===== src/design/mem_noc_pkg.sv =====
/* Memory NoC package.
   Widths, memory message, wormhole payload, packet and link types. */

package mem_noc_pkg;

   // ~~~~~~~~~~~~~~~~~~~~~~~~~~~~~~~~~~~~~~~~~~~~~~~~~~~~~~~~~~~~~~~~~~~~~~~~~
   // Widths
   // ~~~~~~~~~~~~~~~~~~~~~~~~~~~~~~~~~~~~~~~~~~~~~~~~~~~~~~~~~~~~~~~~~~~~~~~~~
   localparam int CORD_WIDTH = 4;
   localparam int DID_WIDTH  = 2;
   localparam int LEN_WIDTH  = 3;   // Flits following the header.
   localparam int ADDR_WIDTH = 16;
   localparam int DATA_WIDTH = 32;
   localparam int FLIT_WIDTH = 16;  // Default link width.

   // ~~~~~~~~~~~~~~~~~~~~~~~~~~~~~~~~~~~~~~~~~~~~~~~~~~~~~~~~~~~~~~~~~~~~~~~~~
   // Memory message
   // ~~~~~~~~~~~~~~~~~~~~~~~~~~~~~~~~~~~~~~~~~~~~~~~~~~~~~~~~~~~~~~~~~~~~~~~~~
   typedef enum logic {
      e_mem_rd = 1'b0,
      e_mem_wr = 1'b1
   } mem_op_e;

   typedef struct packed {
      mem_op_e               op;
      logic [ADDR_WIDTH-1:0] addr;
      logic [DATA_WIDTH-1:0] data;
   } mem_msg_s;

   // ~~~~~~~~~~~~~~~~~~~~~~~~~~~~~~~~~~~~~~~~~~~~~~~~~~~~~~~~~~~~~~~~~~~~~~~~~
   // Wormhole packet and link
   // ~~~~~~~~~~~~~~~~~~~~~~~~~~~~~~~~~~~~~~~~~~~~~~~~~~~~~~~~~~~~~~~~~~~~~~~~~
   typedef struct packed {
      logic [DID_WIDTH-1:0]  src_did;   // Where the response goes back to.
      logic [CORD_WIDTH-1:0] src_cord;
      mem_msg_s              msg;
   } mem_payload_s;

   // Fields listed MSB first, so cord lands in the header flit.
   typedef struct packed {
      mem_payload_s          payload;
      logic [DID_WIDTH-1:0]  did;
      logic [LEN_WIDTH-1:0]  len;
      logic [CORD_WIDTH-1:0] cord;
   } mem_packet_s;

   typedef struct packed {
      logic                  v;
      logic [FLIT_WIDTH-1:0] data;
      logic                  ready_and;
   } link_s;

endpackage


===== src/design/mem_packet_encode.sv =====
/* Wormhole packet encoder.
   Wraps a memory message with source fields and a routing header. */

`timescale 1ns/1ps

module mem_packet_encode #(
   parameter int FLIT_WIDTH = mem_noc_pkg::FLIT_WIDTH
) (
   input  mem_noc_pkg::mem_msg_s                    msg_i,
   input  logic [mem_noc_pkg::DID_WIDTH-1:0]        src_did_i,
   input  logic [mem_noc_pkg::CORD_WIDTH-1:0]       src_cord_i,
   input  logic [mem_noc_pkg::DID_WIDTH-1:0]        dst_did_i,
   input  logic [mem_noc_pkg::CORD_WIDTH-1:0]       dst_cord_i,
   output mem_noc_pkg::mem_packet_s                 packet_o
);

   localparam int PACKET_WIDTH = $bits(mem_noc_pkg::mem_packet_s);
   localparam int FLIT_COUNT   = (PACKET_WIDTH + FLIT_WIDTH - 1) / FLIT_WIDTH;
   localparam logic [mem_noc_pkg::LEN_WIDTH-1:0] PACKET_LEN =
      mem_noc_pkg::LEN_WIDTH'(FLIT_COUNT - 1);

   always_comb begin
      packet_o.cord             = dst_cord_i;
      packet_o.len              = PACKET_LEN;  // Header flit not counted.
      packet_o.did              = dst_did_i;
      packet_o.payload.src_did  = src_did_i;
      packet_o.payload.src_cord = src_cord_i;
      packet_o.payload.msg      = msg_i;
   end

endmodule


===== src/design/wormhole_adapter_in.sv =====
/* Wormhole adapter, packet to link.
   Loads one packet and sends it out as header-first flits. */

`timescale 1ns/1ps

module wormhole_adapter_in #(
   parameter type packet_t   = mem_noc_pkg::mem_packet_s,
   parameter int  FLIT_WIDTH = mem_noc_pkg::FLIT_WIDTH
) (
   input  logic                clk_i,
   input  logic                rst_n_i,

   input  packet_t             packet_i,
   input  logic                v_i,
   output logic                ready_o,

   input  mem_noc_pkg::link_s  link_i,
   output mem_noc_pkg::link_s  link_o
);

   localparam int PACKET_WIDTH = $bits(packet_t);
   localparam int FLIT_COUNT   = (PACKET_WIDTH + FLIT_WIDTH - 1) / FLIT_WIDTH;
   localparam int BUF_WIDTH    = FLIT_COUNT * FLIT_WIDTH;

   logic [BUF_WIDTH-1:0]                shift_r;
   logic [mem_noc_pkg::LEN_WIDTH-1:0]   cnt_r;
   logic                                busy_r;
   logic                                accept;
   logic                                flit_sent;

   assign ready_o   = ~busy_r;
   assign accept    = v_i & ready_o;
   assign flit_sent = busy_r & link_i.ready_and;

   // ~~~~~~~~~~~~~~~~~~~~~~~~~~~~~~~~~~~~~~~~~~~~~~~~~~~~~~~~~~~~~~~~~~~~~~~~~
   // Flit counter
   // ~~~~~~~~~~~~~~~~~~~~~~~~~~~~~~~~~~~~~~~~~~~~~~~~~~~~~~~~~~~~~~~~~~~~~~~~~
   always_ff @(posedge clk_i or negedge rst_n_i) begin
      if (!rst_n_i) begin
         busy_r <= 1'b0;
         cnt_r  <= '0;
      end else if (accept) begin
         busy_r <= 1'b1;
         cnt_r  <= packet_i.len;       // Flits left after the header.
      end else if (flit_sent) begin
         if (cnt_r == '0) begin
            busy_r <= 1'b0;            // Last flit gone.
         end else begin
            cnt_r <= cnt_r - 1'b1;
         end
      end
   end

   // Packet data; low flit is always the one on the link.
   always_ff @(posedge clk_i) begin
      if (accept) begin
         shift_r <= BUF_WIDTH'(packet_i);
      end else if (flit_sent) begin
         shift_r <= shift_r >> FLIT_WIDTH;
      end
   end

   // Sender side only, so the ready_and slot of this link stays low.
   assign link_o.v         = busy_r;
   assign link_o.data      = shift_r[FLIT_WIDTH-1:0];
   assign link_o.ready_and = 1'b0;

endmodule


===== src/design/wormhole_adapter_out.sv =====
/* Wormhole adapter, link to packet.
   Collects flits into a packet and holds it until yumi. */

`timescale 1ns/1ps

module wormhole_adapter_out #(
   parameter type packet_t   = mem_noc_pkg::mem_packet_s,
   parameter int  FLIT_WIDTH = mem_noc_pkg::FLIT_WIDTH
) (
   input  logic                clk_i,
   input  logic                rst_n_i,

   input  mem_noc_pkg::link_s  link_i,
   output mem_noc_pkg::link_s  link_o,

   output packet_t             packet_o,
   output logic                v_o,
   input  logic                yumi_i
);

   localparam int PACKET_WIDTH = $bits(packet_t);
   localparam int FLIT_COUNT   = (PACKET_WIDTH + FLIT_WIDTH - 1) / FLIT_WIDTH;
   localparam int BUF_WIDTH    = FLIT_COUNT * FLIT_WIDTH;

   logic [BUF_WIDTH-1:0]                buf_r;
   logic [mem_noc_pkg::LEN_WIDTH-1:0]   idx_r;
   logic [mem_noc_pkg::LEN_WIDTH-1:0]   len_r;
   logic [mem_noc_pkg::LEN_WIDTH-1:0]   hdr_len;
   logic                                full_r;
   logic                                take;
   logic                                last;

   assign take    = link_i.v & ~full_r;
   assign hdr_len = link_i.data[mem_noc_pkg::CORD_WIDTH +: mem_noc_pkg::LEN_WIDTH];

   always_comb begin
      if (idx_r == '0) begin
         last = (hdr_len == '0);       // Header-only packet.
      end else begin
         last = (idx_r == len_r);
      end
   end

   // ~~~~~~~~~~~~~~~~~~~~~~~~~~~~~~~~~~~~~~~~~~~~~~~~~~~~~~~~~~~~~~~~~~~~~~~~~
   // Fill and hold control
   // ~~~~~~~~~~~~~~~~~~~~~~~~~~~~~~~~~~~~~~~~~~~~~~~~~~~~~~~~~~~~~~~~~~~~~~~~~
   always_ff @(posedge clk_i or negedge rst_n_i) begin
      if (!rst_n_i) begin
         full_r <= 1'b0;
         idx_r  <= '0;
         len_r  <= '0;
      end else if (take) begin
         if (idx_r == '0) begin
            len_r <= hdr_len;
         end
         if (last) begin
            idx_r  <= '0;
            full_r <= 1'b1;
         end else begin
            idx_r <= idx_r + 1'b1;
         end
      end else if (full_r && yumi_i) begin
         full_r <= 1'b0;
      end
   end

   always_ff @(posedge clk_i) begin
      if (take) begin
         buf_r[idx_r*FLIT_WIDTH +: FLIT_WIDTH] <= link_i.data;
      end
   end

   assign packet_o = packet_t'(buf_r[PACKET_WIDTH-1:0]);
   assign v_o      = full_r;

   // Receiver side only; flow control stops while a packet is held.
   assign link_o.v         = 1'b0;
   assign link_o.data      = '0;
   assign link_o.ready_and = ~full_r;

endmodule


===== src/design/mem_link_master.sv =====
/* Memory link master.
   Sends engine commands as wormhole packets and returns the responses. */

`timescale 1ns/1ps

module mem_link_master #(
   parameter int FLIT_WIDTH = mem_noc_pkg::FLIT_WIDTH
) (
   input  logic                                  clk_i,
   input  logic                                  rst_n_i,

   input  mem_noc_pkg::mem_msg_s                 mem_cmd_i,
   input  logic                                  mem_cmd_v_i,
   output logic                                  mem_cmd_ready_o,

   output mem_noc_pkg::mem_msg_s                 mem_resp_o,
   output logic                                  mem_resp_v_o,
   input  logic                                  mem_resp_yumi_i,

   input  logic [mem_noc_pkg::DID_WIDTH-1:0]     my_did_i,
   input  logic [mem_noc_pkg::CORD_WIDTH-1:0]    my_cord_i,
   input  logic [mem_noc_pkg::DID_WIDTH-1:0]     dst_did_i,
   input  logic [mem_noc_pkg::CORD_WIDTH-1:0]    dst_cord_i,

   input  mem_noc_pkg::link_s                    cmd_link_i,
   output mem_noc_pkg::link_s                    cmd_link_o,
   input  mem_noc_pkg::link_s                    resp_link_i,
   output mem_noc_pkg::link_s                    resp_link_o
);

   mem_noc_pkg::mem_packet_s cmd_packet;
   mem_noc_pkg::mem_packet_s resp_packet;

   mem_packet_encode #(.FLIT_WIDTH(FLIT_WIDTH)) cmd_encode (
      .msg_i      (mem_cmd_i),
      .src_did_i  (my_did_i),
      .src_cord_i (my_cord_i),
      .dst_did_i  (dst_did_i),
      .dst_cord_i (dst_cord_i),
      .packet_o   (cmd_packet)
   );

   wormhole_adapter_in #(
      .packet_t   (mem_noc_pkg::mem_packet_s),
      .FLIT_WIDTH (FLIT_WIDTH)
   ) cmd_adapter_in (
      .clk_i    (clk_i),
      .rst_n_i  (rst_n_i),
      .packet_i (cmd_packet),
      .v_i      (mem_cmd_v_i),
      .ready_o  (mem_cmd_ready_o),
      .link_i   (cmd_link_i),
      .link_o   (cmd_link_o)
   );

   wormhole_adapter_out #(
      .packet_t   (mem_noc_pkg::mem_packet_s),
      .FLIT_WIDTH (FLIT_WIDTH)
   ) resp_adapter_out (
      .clk_i    (clk_i),
      .rst_n_i  (rst_n_i),
      .link_i   (resp_link_i),
      .link_o   (resp_link_o),
      .packet_o (resp_packet),
      .v_o      (mem_resp_v_o),
      .yumi_i   (mem_resp_yumi_i)
   );

   assign mem_resp_o = resp_packet.payload.msg;  // Routing fields dropped here.

endmodule


===== src/design/mem_word_store.sv =====
/* Word store.
   Small register array, one read or write per request, cleared at reset. */

`timescale 1ns/1ps

module mem_word_store #(
   parameter int DEPTH = 16
) (
   input  logic                                clk_i,
   input  logic                                rst_n_i,

   input  logic                                v_i,
   input  mem_noc_pkg::mem_op_e                op_i,
   input  logic [mem_noc_pkg::ADDR_WIDTH-1:0]  addr_i,
   input  logic [mem_noc_pkg::DATA_WIDTH-1:0]  wdata_i,
   output logic [mem_noc_pkg::DATA_WIDTH-1:0]  rdata_o
);

   localparam int IDX_WIDTH = (DEPTH > 1) ? $clog2(DEPTH) : 1;

   logic [mem_noc_pkg::DATA_WIDTH-1:0] mem_r [DEPTH];
   logic [mem_noc_pkg::DATA_WIDTH-1:0] rdata_r;
   logic [IDX_WIDTH-1:0]               idx;
   logic                               wr;

   assign idx = addr_i[IDX_WIDTH-1:0];  // Upper address bits alias.
   assign wr  = v_i && (op_i == mem_noc_pkg::e_mem_wr);

   always_ff @(posedge clk_i or negedge rst_n_i) begin
      if (!rst_n_i) begin
         for (int i = 0; i < DEPTH; i++) begin
            mem_r[i] <= '0;
         end
      end else if (wr) begin
         mem_r[idx] <= wdata_i;
      end
   end

   // A write echoes the stored word.
   always_ff @(posedge clk_i) begin
      if (v_i) begin
         rdata_r <= wr ? wdata_i : mem_r[idx];
      end
   end

   assign rdata_o = rdata_r;

endmodule


===== src/design/mem_link_client.sv =====
/* Memory link client.
   Decodes command packets, accesses the word store and returns responses. */

`timescale 1ns/1ps

module mem_link_client #(
   parameter int FLIT_WIDTH = mem_noc_pkg::FLIT_WIDTH,
   parameter int DEPTH      = 16
) (
   input  logic                                  clk_i,
   input  logic                                  rst_n_i,

   input  mem_noc_pkg::link_s                    cmd_link_i,
   output mem_noc_pkg::link_s                    cmd_link_o,
   input  mem_noc_pkg::link_s                    resp_link_i,
   output mem_noc_pkg::link_s                    resp_link_o,

   input  logic [mem_noc_pkg::DID_WIDTH-1:0]     my_did_i,
   input  logic [mem_noc_pkg::CORD_WIDTH-1:0]    my_cord_i
);

   typedef enum logic [1:0] {
      IDLE,
      ACCESS,
      SEND
   } state_e;

   state_e                               state_r;
   mem_noc_pkg::mem_packet_s             cmd_packet;
   mem_noc_pkg::mem_packet_s             resp_packet;
   mem_noc_pkg::mem_msg_s                resp_msg;
   logic [mem_noc_pkg::DATA_WIDTH-1:0]   rdata;
   logic                                 cmd_v;
   logic                                 cmd_yumi;
   logic                                 resp_v;
   logic                                 resp_ready;

   wormhole_adapter_out #(
      .packet_t   (mem_noc_pkg::mem_packet_s),
      .FLIT_WIDTH (FLIT_WIDTH)
   ) cmd_adapter_out (
      .clk_i    (clk_i),
      .rst_n_i  (rst_n_i),
      .link_i   (cmd_link_i),
      .link_o   (cmd_link_o),
      .packet_o (cmd_packet),
      .v_o      (cmd_v),
      .yumi_i   (cmd_yumi)
   );

   mem_word_store #(.DEPTH(DEPTH)) store (
      .clk_i   (clk_i),
      .rst_n_i (rst_n_i),
      .v_i     (state_r == ACCESS),
      .op_i    (cmd_packet.payload.msg.op),
      .addr_i  (cmd_packet.payload.msg.addr),
      .wdata_i (cmd_packet.payload.msg.data),
      .rdata_o (rdata)
   );

   // ~~~~~~~~~~~~~~~~~~~~~~~~~~~~~~~~~~~~~~~~~~~~~~~~~~~~~~~~~~~~~~~~~~~~~~~~~
   // Command to response FSM
   // ~~~~~~~~~~~~~~~~~~~~~~~~~~~~~~~~~~~~~~~~~~~~~~~~~~~~~~~~~~~~~~~~~~~~~~~~~
   always_ff @(posedge clk_i or negedge rst_n_i) begin
      if (!rst_n_i) begin
         state_r <= IDLE;
      end else begin
         case (state_r)
            IDLE:    if (cmd_v) state_r <= ACCESS;
            ACCESS:  state_r <= SEND;               // Store data is ready next.
            SEND:    if (resp_ready) state_r <= IDLE;
            default: state_r <= IDLE;
         endcase
      end
   end

   // Command stays in the adapter until its response is taken.
   assign resp_v   = (state_r == SEND);
   assign cmd_yumi = resp_v & resp_ready;

   always_comb begin
      resp_msg      = cmd_packet.payload.msg;
      resp_msg.data = rdata;
   end

   mem_packet_encode #(.FLIT_WIDTH(FLIT_WIDTH)) resp_encode (
      .msg_i      (resp_msg),
      .src_did_i  (my_did_i),
      .src_cord_i (my_cord_i),
      .dst_did_i  (cmd_packet.payload.src_did),
      .dst_cord_i (cmd_packet.payload.src_cord),
      .packet_o   (resp_packet)
   );

   wormhole_adapter_in #(
      .packet_t   (mem_noc_pkg::mem_packet_s),
      .FLIT_WIDTH (FLIT_WIDTH)
   ) resp_adapter_in (
      .clk_i    (clk_i),
      .rst_n_i  (rst_n_i),
      .packet_i (resp_packet),
      .v_i      (resp_v),
      .ready_o  (resp_ready),
      .link_i   (resp_link_i),
      .link_o   (resp_link_o)
   );

endmodule


===== src/design/mem_link_top.sv =====
/* Memory link top level.
   Link master and memory client joined by point-to-point command and response links. */

`timescale 1ns/1ps

module mem_link_top #(
   parameter int FLIT_WIDTH  = mem_noc_pkg::FLIT_WIDTH,
   parameter int STORE_DEPTH = 16
) (
   input  logic                                  clk_i,
   input  logic                                  rst_n_i,

   input  mem_noc_pkg::mem_msg_s                 mem_cmd_i,
   input  logic                                  mem_cmd_v_i,
   output logic                                  mem_cmd_ready_o,

   output mem_noc_pkg::mem_msg_s                 mem_resp_o,
   output logic                                  mem_resp_v_o,
   input  logic                                  mem_resp_yumi_i,

   input  logic [mem_noc_pkg::DID_WIDTH-1:0]     my_did_i,
   input  logic [mem_noc_pkg::DID_WIDTH-1:0]     dst_did_i,
   input  logic [mem_noc_pkg::CORD_WIDTH-1:0]    my_cord_i,
   input  logic [mem_noc_pkg::CORD_WIDTH-1:0]    dst_cord_i
);

   mem_noc_pkg::link_s cmd_m2c;   // Command flits.
   mem_noc_pkg::link_s cmd_c2m;   // Command flow control.
   mem_noc_pkg::link_s resp_c2m;  // Response flits.
   mem_noc_pkg::link_s resp_m2c;  // Response flow control.

   mem_link_master #(.FLIT_WIDTH(FLIT_WIDTH)) master (
      .clk_i           (clk_i),
      .rst_n_i         (rst_n_i),
      .mem_cmd_i       (mem_cmd_i),
      .mem_cmd_v_i     (mem_cmd_v_i),
      .mem_cmd_ready_o (mem_cmd_ready_o),
      .mem_resp_o      (mem_resp_o),
      .mem_resp_v_o    (mem_resp_v_o),
      .mem_resp_yumi_i (mem_resp_yumi_i),
      .my_did_i        (my_did_i),
      .my_cord_i       (my_cord_i),
      .dst_did_i       (dst_did_i),
      .dst_cord_i      (dst_cord_i),
      .cmd_link_i      (cmd_c2m),
      .cmd_link_o      (cmd_m2c),
      .resp_link_i     (resp_c2m),
      .resp_link_o     (resp_m2c)
   );

   mem_link_client #(
      .FLIT_WIDTH (FLIT_WIDTH),
      .DEPTH      (STORE_DEPTH)
   ) client (
      .clk_i       (clk_i),
      .rst_n_i     (rst_n_i),
      .cmd_link_i  (cmd_m2c),
      .cmd_link_o  (cmd_c2m),
      .resp_link_i (resp_m2c),
      .resp_link_o (resp_c2m),
      .my_did_i    (dst_did_i),
      .my_cord_i   (dst_cord_i)
   );

endmodule


===== config.mk =====
export PLATFORM = sky130hd
export DESIGN_NAME = mem_link_top
export DESIGN_NICKNAME = d
export VERILOG_FILES = /design/src/design/mem_noc_pkg.sv /design/src/design/mem_packet_encode.sv /design/src/design/wormhole_adapter_in.sv /design/src/design/wormhole_adapter_out.sv /design/src/design/mem_link_master.sv /design/src/design/mem_word_store.sv /design/src/design/mem_link_client.sv /design/src/design/mem_link_top.sv
export SDC_FILE = /design/constraint.sdc
export NUM_CORES = 1
export LEC_CHECK = 0
export BUFFER_PORTS_ARGS = -buffer_cell sky130_fd_sc_hd__buf_4
export CELL_PAD_IN_SITES_DETAIL_PLACEMENT = 2
export CELL_PAD_IN_SITES_GLOBAL_PLACEMENT = 2
export CORE_ASPECT_RATIO = 0.5
export CORE_MARGIN = 10
export CORE_UTILIZATION = 40
export DETAILED_ROUTE_END_ITERATION = 8
export PLACE_DENSITY_LB_ADDON = 0.1
export SETUP_SLACK_MARGIN = 0.4
export SYNTH_ARGS = -nofsm -noshare
export SYNTH_HDL_FRONTEND = slang
export SYNTH_SLANG_ARGS = --single-unit

===== constraint.sdc =====
create_clock -name clk_i -period 4 [get_ports clk_i]
set_clock_uncertainty 0.15 [all_clocks]
set_input_delay 0.4 -clock clk_i [delete_from_list [all_inputs] [get_ports clk_i]]
set_output_delay 0.4 -clock clk_i [all_outputs]
set_load 0.01 [all_outputs]

Word level (Yosys, flattened, before mapping)
Cells that the tools add are included.
{"block": "word_totals", "input_bits": 65, "ramBits": 0, "memories": 0, "mem_bits_ro": 0, "latchBits": 0, "elab_cells": 129, "ff_bits": 824, "out_inout_bits": 51}
{"block": "op_classes", "mux": 38, "div": 0, "bitwise_logic": 9, "n_shift": 4, "addsub": 6, "n_reduce_logical": 26, "n_lt_le_gt_ge": 2, "eq_ne": 10, "n_mul": 0}
{"op": "512-bit bitwise mux", "n": 1}
{"op": "64-bit 2-to-1 mux", "n": 4}
{"op": "32-bit binary-select mux with 4-bit select", "n": 1}
{"op": "64-bit bitwise mux", "n": 2}
{"op": "32-bit demux with 4-bit select", "n": 1}
{"op": "32-bit 2-to-1 mux", "n": 4}
{"op": "16-bit by 34-bit variable shift with 64-bit output (first input constant)", "n": 2}
{"op": "16-bit by 34-bit variable part select with 64-bit output", "n": 2}
{"op": "7-bit negation with 34-bit output", "n": 2}
{"op": "3-bit 2-to-1 mux", "n": 8}
{"op": "3-bit logical NOT", "n": 6}
{"op": "2-bit AND reduction", "n": 9}
{"op": "1-bit 2-to-1 mux", "n": 14}
{"op": "2-bit nonzero test", "n": 6}
{"op": "2-bit != test (second input constant)", "n": 4}
{"op": "3-bit by 1-bit adder with 3-bit output (second input constant)", "n": 2}
{"op": "3-bit equality test", "n": 2}
{"op": "2-bit case mux with 3 select lines", "n": 1}
{"op": "3-bit by 1-bit subtractor with 3-bit output (second input constant)", "n": 2}
{"op": "5-bit >= comparator (second input constant)", "n": 1}
{"op": "5-bit by 1-bit less-than comparator with 1-bit output (second input constant)", "n": 1}
{"op": "4-bit NOT with 5-bit output", "n": 1}
{"op": "1-bit AND", "n": 4}
{"op": "1-bit logical AND", "n": 4}
{"op": "6 further kinds", "n": 11}

Depth between registers and ports, before layout
Gate-level depths: netlist of the first run.
{"block": "depth", "depth_word": 6, "ltp_mapped": 8, "ltp_nobuf": 7}

Modules after synthesis
Synthesis of the first run repeated with hierarchy kept, for this count alone.
{"block": "hier_totals", "cells_unflattened": 2719, "hier_area_um2": 37319.5}
{"module": "mem_word_store", "area_each_um2": 24227.0, "seq_area_each_um2": 13773.2, "cells_per_inst": 1616, "n_inst": 1}
{"module": "wormhole_adapter_in", "area_each_um2": 3036.7, "seq_area_each_um2": 2021.9, "cells_per_inst": 281, "n_inst": 2}
{"module": "wormhole_adapter_out (client.cmd_adapter_out)", "area_each_um2": 2982.9, "seq_area_each_um2": 2097.0, "cells_per_inst": 201, "n_inst": 1}
{"module": "wormhole_adapter_out (master.resp_adapter_out)", "area_each_um2": 2970.3, "seq_area_each_um2": 2097.0, "cells_per_inst": 200, "n_inst": 1}
{"module": "mem_packet_encode", "area_each_um2": 488.0, "seq_area_each_um2": 0.0, "cells_per_inst": 66, "n_inst": 2}
{"module": "mem_link_client", "area_each_um2": 90.1, "seq_area_each_um2": 50.0, "cells_per_inst": 8, "n_inst": 1}

Worst setup path after synthesis of the first run
Ideal clock, no wire load.
{"block": "synth_path", "path_type": "reg-to-reg", "start": "register client.state_r[0]", "end": "register client.resp_adapter_in.shift_r[0], enable pin", "path_stages_with_launch": 4, "setup_slack_ns": 1.073, "setup_time_ns": 0.420, "t_required_ns": 3.430, "n_path_buf": 1, "arrival_ns": 2.356, "period_less_slack_ns": 2.927, "cell_sequence": "dfrtp_1 or3b_2 clkbuf_1 nand2_1"}
{"block": "synth_via", "elab_chain_len": 3}
{"element": "start, declared", "line_no": "mem_link_client.sv:28", "source": "state_e state_r;"}
{"element": "start signal, assigned", "line_no": "mem_link_client.sv:66", "source": "state_r <= IDLE;"}
{"element": "start signal, assigned", "line_no": "mem_link_client.sv:69", "source": "IDLE: if (cmd_v) state_r <= ACCESS;"}
{"element": "start signal, assigned", "line_no": "mem_link_client.sv:70", "source": "ACCESS: state_r <= SEND;"}
{"element": "2-bit equality test", "line_no": "mem_link_client.sv:78", "source": "assign resp_v = (state_r == SEND);"}
{"element": "1-bit AND", "line_no": "wormhole_adapter_in.sv:32", "source": "assign accept = v_i & ready_o;"}
{"element": "2-bit nonzero test (no source line)"}
{"element": "end signal, assigned", "line_no": "wormhole_adapter_in.sv:57", "source": "shift_r <= BUF_WIDTH'(packet_i);"}
{"element": "end signal, assigned", "line_no": "wormhole_adapter_in.sv:59", "source": "shift_r <= shift_r >> FLIT_WIDTH;"}
{"element": "end, declared", "line_no": "wormhole_adapter_in.sv:25", "source": "logic [BUF_WIDTH-1:0] shift_r;"}
Every way passes these cells.
A chain may end at the register's enable or synchronous reset.

==> out/qor.txt, run 1 <==
htree depth: 3
leakage: 17.87 nW
final worst slack: 0.8192 ns
Reg2Reg Setup Slack: 0.82 ns
first-pass GRT wire length: 158900 um
Max clock buf depth: 3
layout cells sized above 1: 34.67%
IO Port Bufs: 115
peak fanout along the critical path: 26
CP Capture Type: flip-flop
placed inst area: 37030 um^2
initial drt markers: 1544
Vias: 20760
FF-to-FF Start: master.resp_adapter_out.idx_r[0]
Avg Cell Area, Syn: 14.70 um^2
# setup viols final: 0
r2r endpoint: master.resp_adapter_out.packet_o[27]
fin crit share: 79.52%
Worst-Margin Slew: 1.101 ns
YS warnings: 0
ys async rst share: 67.00%
area share of the largest cell type after synthesis: 38.68%
CP Launch Type: flip-flop
RSZ-0062 raised after global routing: false
Worst EP required: 4.13 ns
Mapped Nets: 2439
vias in the first global route: 22880
Synth area leaders: dfrtp_1 39%, edfxtp_1 22%, mux2_2 16%, mux2i_1 5.5%, a22o_1 2.3%
r2r worst-path depth: 4
Final min period: 3.181 ns
crit path DAT: 3.31 ns
worst setup path class: flip-flop to flip-flop
full die area: 99570 um^2
clock root cell: clkbuf_16
Routed WL: 106800 um
slew margin rel.: 26.25%
largest net degree at the start of global routing: 129
CTS Sinks: 800
row count: 76
gp weighted congestion: 0.7626
Reg area: 21280 um^2
I/O Pins: 116
fillers: 8135
Yosys cell types: 45
Peak VDD IR: 0.0003529 V
Die Y: 228.2 um
starting density of the core: 40.33%
final hold vios: 0
Multi-input gate area: 12610 um^2
number of synthesized flops with an enable pin: 258
Setup Buffers After CTS: 0
Routed Antenna Nets: 0
sequential share of the synthesized area: 61.38%
Design Area, Final: 40220 um^2
Reg clk slew, reported paths: 0.06 ns
Synth-to-Final Area Change: 15.99%
FMAX: 314.4 MHz
initial antenna violation count: 7
flops & latches, synth: 800
Synth Flop Type: dfrtp_1
DRC Markers: 0
drt wl/cell: 28.53 um
Via density: 5.544
post-route setup TNS: 0 ns
PD cells: 735.6 nW/um^2
hold crit path type: input port to async pin
MaxCap Viol Count: 0
Synth Instances: 2358
HPWL Detailed: 68470 um
grt total ovfl: 0
drt pass-1 iters: 5
Die Span X: 436.4 um
GRT Util Overall: 21.09%
Skew-Pair Late Insertion Delay: 0.66 ns
nets: 2592
CTS tree: built
DP Worst Slack: 0.6732 ns
core area: 85960 um^2
mapped cell area: 34670 um^2
final count of pins violating max slew: 0
Yosys top cell by area: dfrtp_1
outcome: completed
clock buffer count from CTS: 76
## per-layer routing
metal / up-vias / track usage [%] / routed length (um)
met4: 0 / 5.132 / 2290
met2: 351 / 33.24 / 49530
met5: - / 0 / 0
met3: 126 / 3.965 / 4289
li1: 9024 / - / -
met1: 11260 / 29.93 / 50710
## logic make-up (layout without fill, tap and decap cells)
group           count (synthesis)  count (layout)  share of synthesized area, %
other cells                     0               4                             0
compound gates                276             276                         5.626
fa+ha+maj                      16              16                        0.5774
xor+xnor                        8               8                        0.2021
flops                         800             800                         61.38
mux                           742             742                         24.77
buf+inv                       203             415                         2.692
simple gates                  313             313                         4.756
## cells in the mapped netlist, drive strengths merged, types with 41 or more instances
master and number:
a22o 90, and2 96, buf 83, clkbuf 103
dfrtp 536, edfxtp 258, mux2 518, mux2i 192
nand2 45, nor2 80, o21ai 41, o22ai 67
## critical path, stage by stage, from the launching register on
cell and delay, ns:
dfrtp_1 0.62, inv_1 0.18, ha_1 0.24, ha_1 0.72, and3_1 0.88
## worst max path at each step
stage	endpoint	depth (start not counted)	from
CTS	master.resp_adapter_out.packet_o[9]	5	master.resp_adapter_out.idx_r[0]
finish	master.resp_adapter_out.packet_o[27]	4	master.resp_adapter_out.idx_r[0]
detailed placement	master.resp_adapter_out.packet_o[9]	5	master.resp_adapter_out.idx_r[0]
floorplan	client.resp_adapter_in.shift_r[0]	3	client.state_r[0]
global route	master.resp_adapter_out.packet_o[9]	5	master.resp_adapter_out.idx_r[0]
global placement	master.resp_adapter_out.packet_o[9]	5	master.resp_adapter_out.idx_r[0]
## where the power goes
group          leakage, nW  internal, mW  switching, mW  total [mW]
registers             9.79          12.1           2.23        14.4
clock network         1.24          4.22           3.31        7.52
logic                 6.84          3.69           4.01        7.71
## cell type report
class	instances	share of cell area, %
Tap cell	1170	3.640
Timing Repair Buffer	261	5.662
Clock buffer	111	5.560
Inverter	17	0.1587
Clock inverter	26	0.6938
Multi-Input combinational cell	1355	31.35
Antenna cell	4	0.02489
Sequential cell	800	52.91
## through the flow
stage	util [%]	total power [mW]	cells	hold slack, ns
2_1_floorplan	-	18.78	2358	-0.04559
3_3_place_gp	43.07	21.54	3538	0.2350
3_5_place_dp	43.07	22.08	3538	0.2317
4_1_cts	46.74	29.77	3739	0.1133
5_1_grt	46.78	31.21	3741	0.1606
6_report	46.78	29.58	3744	0.1455
## sequential cells by signal, summed over array words and instances (netlist names), 2 cells and up
signal / cells
client.cmd_adapter_out.idx_r: 3
client.cmd_adapter_out.len_r: 3
client.cmd_adapter_out.packet_o: 55
client.resp_adapter_in.cnt_r: 3
client.resp_adapter_in.shift_r: 64
client.state_r: 2
client.store.mem_r: 512
client.store.rdata_o: 32
master.cmd_adapter_in.cnt_r: 3
master.cmd_adapter_in.shift_r: 64
master.resp_adapter_out.idx_r: 3
master.resp_adapter_out.len_r: 3
master.resp_adapter_out.packet_o: 49
## timing repair
item,in CTS,in global routing
hold buffers,64,0
endpoints found under the hold margin,123,0
endpoints found under the setup margin,0,7
gates resized for setup,0,1
## cells in the final DEF (no fill, tap or decap), drive strengths merged, types with 3 or more instances in the layout
master / Yosys / routed
dfrtp: 536 / 536
mux2: 518 / 518
edfxtp: 258 / 258
buf: 83 / 197
mux2i: 192 / 192
clkbuf: 103 / 111
and2: 96 / 96
a22o: 90 / 90
nor2: 80 / 80
o22ai: 67 / 67
dlygate4sd3: 0 / 64
nand2: 45 / 45
o21ai: 41 / 41
a21oi: 36 / 36
nor3: 34 / 34
mux4: 32 / 32
a221oi: 32 / 32
and3: 21 / 21
inv: 17 / 21
ha: 16 / 16
clkinv: 0 / 16
xnor2: 8 / 8
nand3: 8 / 8
nand2b: 7 / 7
dfxtp: 6 / 6
nor2b: 6 / 6
bufinv: 0 / 5
diode: 0 / 4
nand3b: 4 / 4
o211ai: 3 / 3
Power figures use the tool's default switching activity.
==> run 2: changes to the inputs <==
--- a/config.mk
+++ b/config.mk
@@ -5,12 +5,13 @@
 export SDC_FILE = /design/constraint.sdc
 export NUM_CORES = 1
 export LEC_CHECK = 0
+export ABC_AREA = 1
 export BUFFER_PORTS_ARGS = -buffer_cell sky130_fd_sc_hd__buf_4
 export CELL_PAD_IN_SITES_DETAIL_PLACEMENT = 2
 export CELL_PAD_IN_SITES_GLOBAL_PLACEMENT = 2
 export CORE_ASPECT_RATIO = 0.5
 export CORE_MARGIN = 10
-export CORE_UTILIZATION = 40
+export CORE_UTILIZATION = 35
 export DETAILED_ROUTE_END_ITERATION = 8
 export PLACE_DENSITY_LB_ADDON = 0.1
 export SETUP_SLACK_MARGIN = 0.4
==> constraint.sdc (replaced) <==
create_clock -name clk_i -period 2.66 [get_ports clk_i]
set_clock_uncertainty 0.15 [all_clocks]
set_input_delay 0.266 -clock clk_i [delete_from_list [all_inputs] [get_ports clk_i]]
set_output_delay 0.266 -clock clk_i [all_outputs]
set_load 0.01 [all_outputs]
==> out/qor.txt, run 2 <==
clock buffer count from CTS: 80
largest registers: client.store.mem_r x512, client.resp_adapter_in.shift_r x64, master.cmd_adapter_in.shift_r x64
# setup viols final: 0
YS warnings: 0
DP Worst Slack: 0.2652 ns
slew margin rel.: 50.24%
Synth area leaders: dfrtp_1 38%, edfxtp_1 22%, nand2_1 17%, o21ai_0 6.9%, nor2_1 2.8%
drt wl/cell: 24.34 um
final hold vios: 0
area share of the largest cell type after synthesis: 38.25%
layout cells sized above 1: 11.21%
MaxCap Viol Count: 0
Die Span X: 467.6 um
outcome: completed
Yosys top cell by area: dfrtp_1
htree depth: 3
grt total ovfl: 0
fin cells: 5513
Final min period: 2.223 ns
dpl cells: 5264
row count: 81
number of flip-flops in the largest register: 512
GRT Util Overall: 23.03%
RSZ-0062 raised after global routing: true
hold crit path type: input port to async pin
Synth-to-Final Area Change: 19.99%
mapped cell area: 35060 um^2
Vias: 28910
mux share of post-synthesis cell area: 0%
Worst-Margin Slew: 0.7464 ns
most instantiated cells after synthesis: 1574 x nand2_1, 536 x dfrtp_1, 485 x o21ai_0, 264 x nor2_1, 258 x edfxtp_1
Yosys cell types: 36
CP Launch Type: flip-flop
starting density of the core: 35.59%
first-pass GRT wire length: 202400 um
Reg clk slew, reported paths: 0.08 ns
IO Port Bufs: 115
Via density: 5.243
PD cells: 1117 nW/um^2
fin crit share: 83.59%
nets: 4198
Synth Area in Compound Gates: 10.20%
Reg area: 21280 um^2
Worst EP required: 2.89 ns
Max clock buf depth: 3
flops & latches, synth: 800
fin util: 42.71%
FMAX: 449.8 MHz
final count of pins violating max slew: 0
Die Y: 243.8 um
Hold WS: 0.03996 ns
initial drt markers: 2112
largest net degree at the start of global routing: 62
CP Capture Type: flip-flop
Routed Antenna Nets: 0
placed inst area: 38070 um^2
count leader, synth: nand2_1
Skew-Pair Late Insertion Delay: 0.67 ns
final worst slack: 0.4366 ns
Synth Instances: 3964
vias in the first global route: 31620
CTS Sinks: 800
initial antenna violation count: 4
DRC Markers: 0
Top reg by flops: client.store.mem_r
fillers: 10710
largest family of logic cells by synthesized area: simple AND/OR/NAND/NOR gates
core area: 98510 um^2
Design Area, Final: 42070 um^2
Routed WL: 134200 um
peak fanout along the critical path: 16
simple-gate share of the synthesized area: 23.76%
Multi-input gate area: 12310 um^2
Peak VDD IR: 0.0005414 V
ys async rst share: 67.00%
most frequent cells in the layout: 1568 x nand2_1, 534 x dfrtp_1, 484 x o21ai_0
PnR Total Power: 47.02 mW
Mapped Nets: 4045
crit path DAT: 2.46 ns
worst setup path class: flip-flop to flip-flop
drt pass-1 iters: 5
clock root cell: clkbuf_16
sequential share of the synthesized area: 60.69%
xor/xnor share of the synthesized area: 0.07494%
gp weighted congestion: 0.7754
post-synthesis adder-cell area fraction: 0.5710%
post-route setup TNS: 0 ns
CTS tree: built
number of synthesized flops with an enable pin: 258
I/O Pins: 116
HPWL Detailed: 81740 um
leakage: 19.36 nW
full die area: 114000 um^2
Synth Flop Type: dfrtp_1
commonest non-fill, non-tap cell in the layout: nand2_1
Avg Cell Area, Syn: 8.845 um^2
run 2: final cells by class:
cell class              count  share of cell area, %
diodes                      3                0.01784
clock buffers             113                  5.517
clock inverters            34                 0.9279
inverters                 139                  1.362
multi-input cells        2749                  29.26
flip-flops and latches    800                  50.59
well taps                1328                  3.949
repair buffers            344                  8.327
repair inverters            3                0.05353
run 2: logic make-up (layout without fill, tap and decap cells):
logic type,Yosys count,count (layout)
buf+inv,415,633
compound gates,652,652
fa+ha+maj,16,16
xor+xnor,3,3
flops,800,800
other cells,0,3
simple gates,2078,2078
run 2: layer usage:
metal	wire length, um	GRT usage [%]	vias up
met5	0	0	-
met4	3177	5.973	0
met3	5134	3.059	143
met2	62530	37.31	505
met1	63320	32.36	15040
li1	-	-	13220
run 2: worst max-delay path, cell delays in order, from the launching register on:
cell and delay, ns:
dfrtp_2 0.43, clkinvlp_4 0.16, ha_1 0.28, ha_4 0.32
buf_6 0.17, nand2_1 0.10, nor2_4 0.12, buf_12 0.17
run 2: repair_timing:
action | in CTS | in global routing
resized for setup | 13 | 47
hold endpoints to repair | 574 | 0
setup buffers | 4 | 22
hold buffers | 64 | 0
cloned | 1 | 8
setup endpoints to repair | 323 | 411
pin swaps | 0 | 8
run 2: where the power goes:
part	total, mW	switching [mW]	internal [mW]
logic	14.0	9.18	4.77
registers	20.9	2.74	18.1
clock network	12.2	5.31	6.88
run 2: path summary, 6_finish.rpt:
path,slack (ns),startpoint,to,cells past startpoint
max,0.44,master.resp_adapter_out.idx_r[0],master.resp_adapter_out.packet_o[39],7
min,0.04,rst_n_i,client.store.mem_r[310],2
max reg2reg,0.44,master.resp_adapter_out.idx_r[0],master.resp_adapter_out.packet_o[39],7
min reg2reg,0.28,client.state_r[0],client.state_r[0],1
max in group asynchronous,1.48,rst_n_i,client.store.mem_r[446],3
min in group clk_i,0.19,mem_resp_yumi_i,master.resp_adapter_out.v_o,3
==> run 3: changes to the inputs <==
==> constraint.sdc (replaced) <==
create_clock -name clk_i -period 1.9 [get_ports clk_i]
set_clock_uncertainty 0.15 [all_clocks]
set_input_delay 0.19 -clock clk_i [delete_from_list [all_inputs] [get_ports clk_i]]
set_output_delay 0.19 -clock clk_i [all_outputs]
set_load 0.01 [all_outputs]
==> out/qor.txt, run 3 (synthesis gave the netlist of run 2 again) <==
number of flip-flops in the largest register: 512
Switching Share: 38.07%
row count: 81
peak fanout along the critical path: 5
clock buffer count from CTS: 79
I/O Pins: 116
Vias: 30880
Die Span X: 467.6 um
crit path DAT: 2.62 ns
GRT Util Overall: 25.06%
MaxCap Viol Count: 0
htree depth: 3
final count of pins violating max slew: 0
DP Worst Slack: -0.2411 ns
DRC Markers: 0
final hold vios: 0
clock share of power: 23.2%
cell internal pwr: 42.93 mW
hold crit path type: input port to async pin
fin crit share: 113.8%
Hold WS: 0.07611 ns
HPWL Detailed: 87980 um
clock root cell: clkbuf_16
Synth-to-Final Area Change: 31.84%
FMAX: 462.6 MHz
CP Capture Type: flip-flop
PnR Total Power: 69.32 mW
Die Y: 243.8 um
outcome: complete, but fails checks
grt total ovfl: 0
Peak VDD IR: 0.0007882 V
Via density: 5.444
drt pass-1 iters: 5
worst setup path class: flip-flop to flip-flop
slew margin rel.: 41.46%
first-pass GRT wire length: 219100 um
nets: 4362
Design Area, Final: 46230 um^2
Sequential Power Share: 42.9%
final worst slack: -0.2615 ns
PD cells: 1500 nW/um^2
CP Launch Type: flip-flop
layout cells sized above 1: 20.07%
Skew-Pair Late Insertion Delay: 0.70 ns
CTS tree: built
starting density of the core: 35.59%
placed inst area: 39450 um^2
vias in the first global route: 33360
IO Port Bufs: 115
largest registers: client.store.mem_r x512, client.resp_adapter_in.shift_r x64, master.cmd_adapter_in.shift_r x64
FF-to-FF Start: client.cmd_adapter_out.packet_o[41]
leakage: 21.28 nW
Max clock buf depth: 3
Reg clk slew, reported paths: 0.07 ns
Worst-Margin Slew: 0.8753 ns
crit path from: client.cmd_adapter_out.packet_o[41]
largest net degree at the start of global routing: 93
# setup viols final: 576
Routed WL: 155500 um
logic gate share of total power: 33.9%
gp weighted congestion: 0.8025
core area: 98510 um^2
CTS Sinks: 800
full die area: 114000 um^2
initial antenna violation count: 3
commonest non-fill, non-tap cell in the layout: nand2_1
initial drt markers: 2422
Final min period: 2.162 ns
Net Switching: 26.39 mW
drt wl/cell: 27.41 um
Top reg by flops: client.store.mem_r
Worst EP required: 2.36 ns
failing checks: negative setup slack
RSZ-0062 raised after global routing: true
most frequent cells in the layout: 1453 x nand2_1, 536 x dfrtp_1, 325 x o21ai_0
Routed Antenna Nets: 0
==> run 3: cell types whose count changed in the layout (fill, tap and decap cells not counted), moves of 43 or more <==
cell | before | now
o21ai_0 | 484 | 325
o21ai_1 | 48 | 164
nand2_1 | 1568 | 1453
nand2_2 | 11 | 78
buf_12 | 36 | 99
nor2_1 | 246 | 202
nand2_4 | 3 | 46
o21ai_2 | 0 | 43
==> run 3: worst max-delay path: stages, from the launching register on <==
cell and delay [ns]:
edfxtp_1 0.43, buf_8 0.19, inv_12 0.09, buf_8 0.12
nand2_4 0.08, nor4_4 0.31, buf_4 0.20, buf_12 0.15
buf_16 0.17, nor2_4 0.05, a21oi_2 0.12
==> run 3: layout make-up <==
class | count | area [um^2]
Fill cell | 10190 | 52280
Clock inverter | 36 | 221.5
Sequential cell | 800 | 21280
Timing Repair Buffer | 509 | 6680
Clock buffer | 108 | 2262
Multi-Input combinational cell | 2750 | 13530
Antenna cell | 1 | 2.502
Tap cell | 1328 | 1662
Timing Repair inverter | 2 | 25.02
Inverter | 139 | 558.0
==> run 3: worst paths after layout <==
check	end	slack [ns]	cells after the start
worst min register to register	client.store.mem_r[180]	0.34	2
worst max register to register	client.store.mem_r[506]	-0.26	10
worst min-delay path	client.store.mem_r[152]	0.08	3
min in group clk_i	master.resp_adapter_out.v_o	0.10	3
worst max-delay path	client.store.mem_r[506]	-0.26	10
max in group asynchronous	client.store.mem_r[105]	0.26	3
==> run 3: stage by stage <==
stage                     utilization [%]  TNS, ns  std cells
after global placement              40.05   -12.70       5353
after detailed placement            40.05   -24.78       5353
after CTS                           44.74   -40.84       5610
final                               46.93   -52.99       5673
after floorplan                         -  -144.91       3964
after global routing                46.93  -111.04       5673
==> run 3: power groups by stage <==
stage	sequential [mW]	clock [mW]	combinational, mW
2_1_floorplan	27.9	0	12.1
3_5_place_dp	29.4	0	20.1
4_1_cts	29.3	16.2	21.6
6_report	29.7	16.1	23.5
3_3_place_gp	29.0	0	19.0
5_1_grt	30.4	17.0	25.9
==> run 3: what timing repair did <==
item,4_1_cts,5_1_grt
setup buffers,26,23
hold buffers,65,0
gates resized for setup,192,375
pin swaps,31,53
cloned,22,39
hold endpoints to repair,605,0
endpoints found under the setup margin,1048,1093
==> run 3: metal layers <==
| layer | track usage (%) | up-vias | routed length, um |
|---|---|---|---|
| met2 | 41.25 | 751 | 73320 |
| met4 | 4.888 | 0 | 3477 |
| li1 | - | 13600 | - |
| met3 | 4.736 | 215 | 8157 |
| met1 | 34.44 | 16320 | 70570 |
| met5 | 0 | - | 0 |
